`config.mk`:
```
export PLATFORM = sky130hd
export DESIGN_NAME = dmem_router
export DESIGN_NICKNAME = d
export VERILOG_FILES = /design/src/verilog/pkg_dmem.sv /design/src/verilog/dmem_router.sv
export SDC_FILE = /design/constraint.sdc
export NUM_CORES = 1
export LEC_CHECK = 0
export ABC_AREA = 1
export ABC_CLOCK_PERIOD_IN_PS = 1100
export BUFFER_PORTS_ARGS = -buffer_cell sky130_fd_sc_hd__clkbuf_2
export CAP_MARGIN = 40
export CORE_UTILIZATION = 36
export DETAILED_ROUTE_END_ITERATION = 10
export PLACE_DENSITY_LB_ADDON = 0.3
export SYNTH_ARGS = -nofsm -noshare
export SYNTH_HDL_FRONTEND = slang
export SYNTH_SLANG_ARGS = --single-unit
export TNS_END_PERCENT = 1
```
`constraint.sdc`:
```
create_clock -name clock -period 1.1 [get_ports clock]
set_input_delay 0.165 -clock clock [delete_from_list [all_inputs] [get_ports clock]]
set_output_delay 0.165 -clock clock [all_outputs]
set_load 0.05 [all_outputs]
```
`src/verilog/pkg_dmem.sv`:
```
package pkg_dmem;

	//////////////////////////////////////////////////
	// Widths

	localparam int DATA_W = 32;		// Data word
	localparam int ADDR_W = 8;		// Words per bank = 2**ADDR_W
	localparam int LANE_W = 4;		// Lane id

	typedef logic [DATA_W-1:0]	data_t;
	typedef logic [ADDR_W-1:0]	addr_t;
	typedef logic [LANE_W-1:0]	lane_t;

	//////////////////////////////////////////////////
	// Core side stream commands

	typedef struct packed {
		logic	req;						// Held until grant
		addr_t	base;
		addr_t	stride;
		addr_t	len;						// Word count, zero is empty
	} stream_cmd_t;

	typedef struct packed {
		stream_cmd_t	ld;
		stream_cmd_t	st;
	} ldst_cmd_t;

	//////////////////////////////////////////////////
	// Router link

	typedef struct packed {
		lane_t	lane;						// Target bank
		addr_t	addr;						// Start address of the fill
		logic	[DATA_W-LANE_W-ADDR_W-1:0]	pad;
	} rt_hdr_t;

	// First word of a packet is a header, the rest is payload
	typedef union packed {
		rt_hdr_t	hdr;
		data_t		data;
	} rt_word_u;

	typedef struct packed {
		logic		req;					// High for the whole packet
		logic		rls;					// With the last word
		rt_word_u	word;
	} rt_link_t;

endpackage

```
`src/verilog/dmem_router.sv`:
```
`timescale 1ns/1ps

module dmem_router #(
	parameter int LANE_ID = 0
) (
	input	logic					clock,
	input	logic					rst_n,
	input	pkg_dmem::rt_link_t		rt_in,
	output	pkg_dmem::rt_link_t		rt_local,	// To own bank
	output	pkg_dmem::rt_link_t		rt_next		// To next hop
);

	logic				in_pkt_q;				// Past the header
	logic				sel_local_q;			// Choice held for the body
	logic				hit;
	logic				to_local;
	logic				local_req_q;
	logic				local_rls_q;
	logic				next_req_q;
	logic				next_rls_q;
	pkg_dmem::rt_word_u	word_q;

	// Header lane is only meaningful on the first word
	assign hit      = (rt_in.word.hdr.lane == pkg_dmem::lane_t'(LANE_ID));
	assign to_local = in_pkt_q ? sel_local_q : hit;

	//////////////////////////////////////////////////
	// Packet tracking

	always_ff @(posedge clock or negedge rst_n) begin
		if (!rst_n) begin
			in_pkt_q    <= 1'b0;
			sel_local_q <= 1'b0;
		end else if (rt_in.req) begin
			if (!in_pkt_q) begin
				sel_local_q <= hit;
			end
			in_pkt_q <= ~rt_in.rls;				// Release closes the packet
		end
	end

	//////////////////////////////////////////////////
	// One registered hop

	always_ff @(posedge clock or negedge rst_n) begin
		if (!rst_n) begin
			local_req_q <= 1'b0;
			local_rls_q <= 1'b0;
			next_req_q  <= 1'b0;
			next_rls_q  <= 1'b0;
		end else begin
			local_req_q <= rt_in.req & to_local;
			local_rls_q <= rt_in.req & rt_in.rls & to_local;
			next_req_q  <= rt_in.req & ~to_local;
			next_rls_q  <= rt_in.req & rt_in.rls & ~to_local;
		end
	end

	always_ff @(posedge clock) begin
		word_q <= rt_in.word;
	end

	assign rt_local.req  = local_req_q;
	assign rt_local.rls  = local_rls_q;
	assign rt_local.word = word_q;
	assign rt_next.req   = next_req_q;
	assign rt_next.rls   = next_rls_q;
	assign rt_next.word  = word_q;

endmodule

```
After elaboration in Yosys (flattened, before gate mapping) --
Index checks and enable logic that the tools add are counted.
Word-level totals: bits in registers 38, output and inout bits 68, input port bits 36
Operators by class: reductions and logical operators 1, bitwise operators 7, mux-type cells 1
Operators with widths (count):
- 1-bit AND | 5
- 4-bit logical NOT | 1
- 1-bit inverter | 2
- 1-bit two-way mux | 1

Depth between registers and ports, before layout --
depth in word-level cells 4, mapped depth 5, gate-level depth less buffers 5

Worst setup path after synthesis --
No wires, ideal clock.
kind reg2out, start point reg word_q[0] (netlist bit), end point out rt_next[0] (netlist bit), arrival 0.894 ns, stages on the path, launching flop included 2, path buffers 1, setup slack 0.041 ns, data required time 0.935 ns, path through dfxtp_1 -> buf_4
RTL lines:
- start: declaration | RTL line dmem_router.sv:21 | pkg_dmem::rt_word_u word_q;
- start signal: assignment | RTL line dmem_router.sv:60 | word_q <= rt_in.word;
- end: declaration | RTL line dmem_router.sv:10 | output pkg_dmem::rt_link_t rt_next
No word-level cell between the ends.

Worst setup path in the final report --
start point reg word_q[6] (netlist bit), end point out rt_next[6] (netlist bit)
No word-level cell between the ends.

==> results.md <==
- Status: finished, final reports clean
- Worst Hold Class: input pin to register
- Ys async rst share: approximately 16%
- Largest family of logic cells by synthesized area: buffers and inverters
- Ports: about 100
- Drt pass-1 iters: 4
- Initial Utilization: 37.7%
- RSZ-0062 raised after global routing: true
- Grt total ovfl: 0
- Leak pwr: roughly 1.1 nW
- Vias in the first global route: between 900 and 1000
- Dpl cells: a little over 200
- Period utilization: around 98%
- Max-Cap Viols: 0
- Final ANT Viol Nets: 0
- Number of vias per cell: 3.95
- Crit path largest cell delay: around 0.35 ns
- Fmax: between 0.9 and 1 GHz
- Worst Path Buf+Inv: 1
- Worst-Margin Slew: between 0.15 and 0.2 ns
- Slowest CP cell: dfxtp_1
- Cell accounting for the most synthesized area: dfxtp_1
- CTS tree: built
- Routed wire per std cell: roughly 12 um
- Distinct cells, synth: 13
- Port Buffers: ~100
- Core Region: 3050 um2
- Cell Area, Synth: around 1100 um2
- Detailed-placement wirelength estimate: between 1.5 and 2 mm
- Critical Path, Cell by Cell: clkbuf_4
- YS warnings: 0
- CP Class: register to output pin
- Final min period: 1.08 ns
- Flop-to-flop setup slack: ~0.21 ns
- Total Routing Usage GR: about 17%
- Chip width: around 59 um
- Crit-path max FO: 2
- Later-pin clock latency in the skew report: roughly 0.32 ns
- Post-synth top cells: buf_4, dfxtp_1, dfrtp_1, nand2_1, nor2_1
- Top-count cell post-synth: buf_4
- Final hold vios: 0
- Placed Area: around 1500 um2
- Post-route DRC: 0
- FF-to-FF path depth: 4
- Largest net degree at the start of global routing: 13
- Reg-to-Reg End: sel_local_q
- CTS Buf Count: 5
- Root buf cell: clkbuf_4
- Peak VDD IR: between 0.9 and 1 mV
- WHS Endpoint: next_rls_q
- Clock sinks: 38
- DR iter-0 viols: 9
- Crit path arrival time: between 0.9 and 1 ns
- Synth top area cells: dfxtp_1, buf_4, dfrtp_1
- Post-route cell area: between 2000 and 2500 um2
- First-pass GRT wire length: between 4 and 5 mm
- Post-Syn Area per Cell: 12.4 um2
- Hold Path Cell Cnt: 3
- ANT cells: 0
- Total Power: about 0.0035 W
- Htree depth: 2
- Antenna violations before repair: 0
- Top_reg_cell synth: dfxtp_1
- Syn nets: between 100 and 150
- Std cell rows: 20
- Total Wirelength: 2.82 mm
- CP endpoint kind: output pin
- Die H: slightly below 60 um
- Cell Count, Final, Fillers Out: 245
- Start point of the worst hold path: rt_in[32]
- Slew Limit Fails: 0
- Share of post-route cells with drive strength above 1: between 50% and 60%
- Post-Synth XOR/XNOR Area: 0%
- Worst-path clk slew: roughly 0.11 ns
- GP Congestion: just under 0.7
- Syn Inst Count: a little over 90
- Slew margin rel.: about nine tenths
- Post-synthesis sequential area ratio: between 60% and 70%
- Hold slack: roughly 0.094 ns
- Synth top area share: a little under three fifths
- EDFF count, synth: 0
- Fin nets: 236
- Fillers: 246
- #FFs+latches synth: 38
- RR Startpoint: in_pkt_q
- Simple-gate share of the synthesized area: between 5 and 6%
- Mux share of post-synthesis cell area: 0%
- Adder-cell area share of the yosys netlist: 0%
- Endpoints failing setup: 0
- Pwr Density: about 1700 nW/um2
- Setup Skew: 0.000235 ns
- Startpoint types: register
- DR vias: 967
- WP data required: about 0.94 ns
- CP top delay family: flip-flops
- Compound-Gate Fraction of Synth Area: 1.09%
- Maximum clock insertion buffer count: 2
- Synthesis-to-finish area growth: 80.5%
- Die Footprint: between 3000 and 4000 um2
[worst reg2reg max path: stages (launching register included)]
cell	delay, ns
dfrtp_1	0.40
inv_2	0.05
or2_0	0.21
nand3_2	0.09
nand2_2	0.04
[power breakdown]
| group | internal (W) | switching [W] | leakage [nW] |
|---|---|---|---|
| Combinational | 0.000312 | 0.000596 | 0.671 |
| Sequential | 0.00146 | 0.0000487 | 0.346 |
| Clock | 0.000679 | 0.000425 | 0.0567 |
[stage by stage]
| stage | TNS [ns] | setup slack, ns | util [%] |
|---|---|---|---|
| finish | 0 | 0.0216 | 68.0 |
| global route | -0.378 | -0.0281 | 68.0 |
| CTS | -0.0445 | -0.0121 | 67.8 |
| detailed placement | 0 | 0.219 | 47.5 |
| global placement | 0 | 0.259 | 47.5 |
| floorplan | 0 | 0.0407 | - |
[flip-flops by register name (all words and copies together) (netlist names)]
| name | count |
|---|---|
| next_rls_q | 1 |
| word_q | 32 |
| local_rls_q | 1 |
| sel_local_q | 1 |
| local_req_q | 1 |
| in_pkt_q | 1 |
| next_req_q | 1 |
[cell families after synthesis]
family          count (synthesis)
flops                          38
compound gates                  2
buf+inv                        39
simple gates                   14
[worst max-delay path by stage]
stage,to,start,cells past startpoint
2_1_floorplan,rt_next[0],word_q[0],1
3_3_place_gp,sel_local_q,in_pkt_q,4
3_5_place_dp,sel_local_q,in_pkt_q,4
4_1_cts,rt_next[2],word_q[2],1
5_1_grt,rt_local[29],word_q[29],1
6_report,rt_next[6],word_q[6],1
[cell usage in the layout, fill, tap and decap left out]
cell and count:
inv_1 2, clkbuf_8 1, bufinv_16 1, dlygate4sd3_1 33
buf_6 1, dfrtp_1 6, clkbuf_16 1, a21oi_1 1
nor2_1 4, nand2_1 6, nand3_1 1, clkbuf_2 35
or2_0 1, dfxtp_1 32, buf_8 2, nand3_2 1
inv_2 1, buf_4 63, nand2_2 1, o21a_1 1
clkbuf_4 7
[per-layer routing]
layer	track usage [%]	share of wire (%)
met1	14.6	32
met2	33.7	56
met3	7.03	12
met4	6.12	0.43
met5	0	0
[cell type report]
cell class | count | area, um2 | area share [%]
well taps | 44 | 55.1 | 2.65
flip-flops and latches | 38 | 791 | 38.1
clock inverters | 1 | 30.0 | 1.45
inverters | 3 | 11.3 | 0.542
multi-input cells | 16 | 77.6 | 3.74
repair buffers | 136 | 1030 | 49.8
clock buffers | 7 | 76.3 | 3.68
[repair_timing]
item                                    in CTS  in global routing
gates resized for setup                     70                 67
hold buffers                                33                  0
endpoints found under the hold margin       38                  0
setup buffers                                0                  0
endpoints found under the setup margin      68                 68
Note: power is estimated with default switching activity, not from simulation.
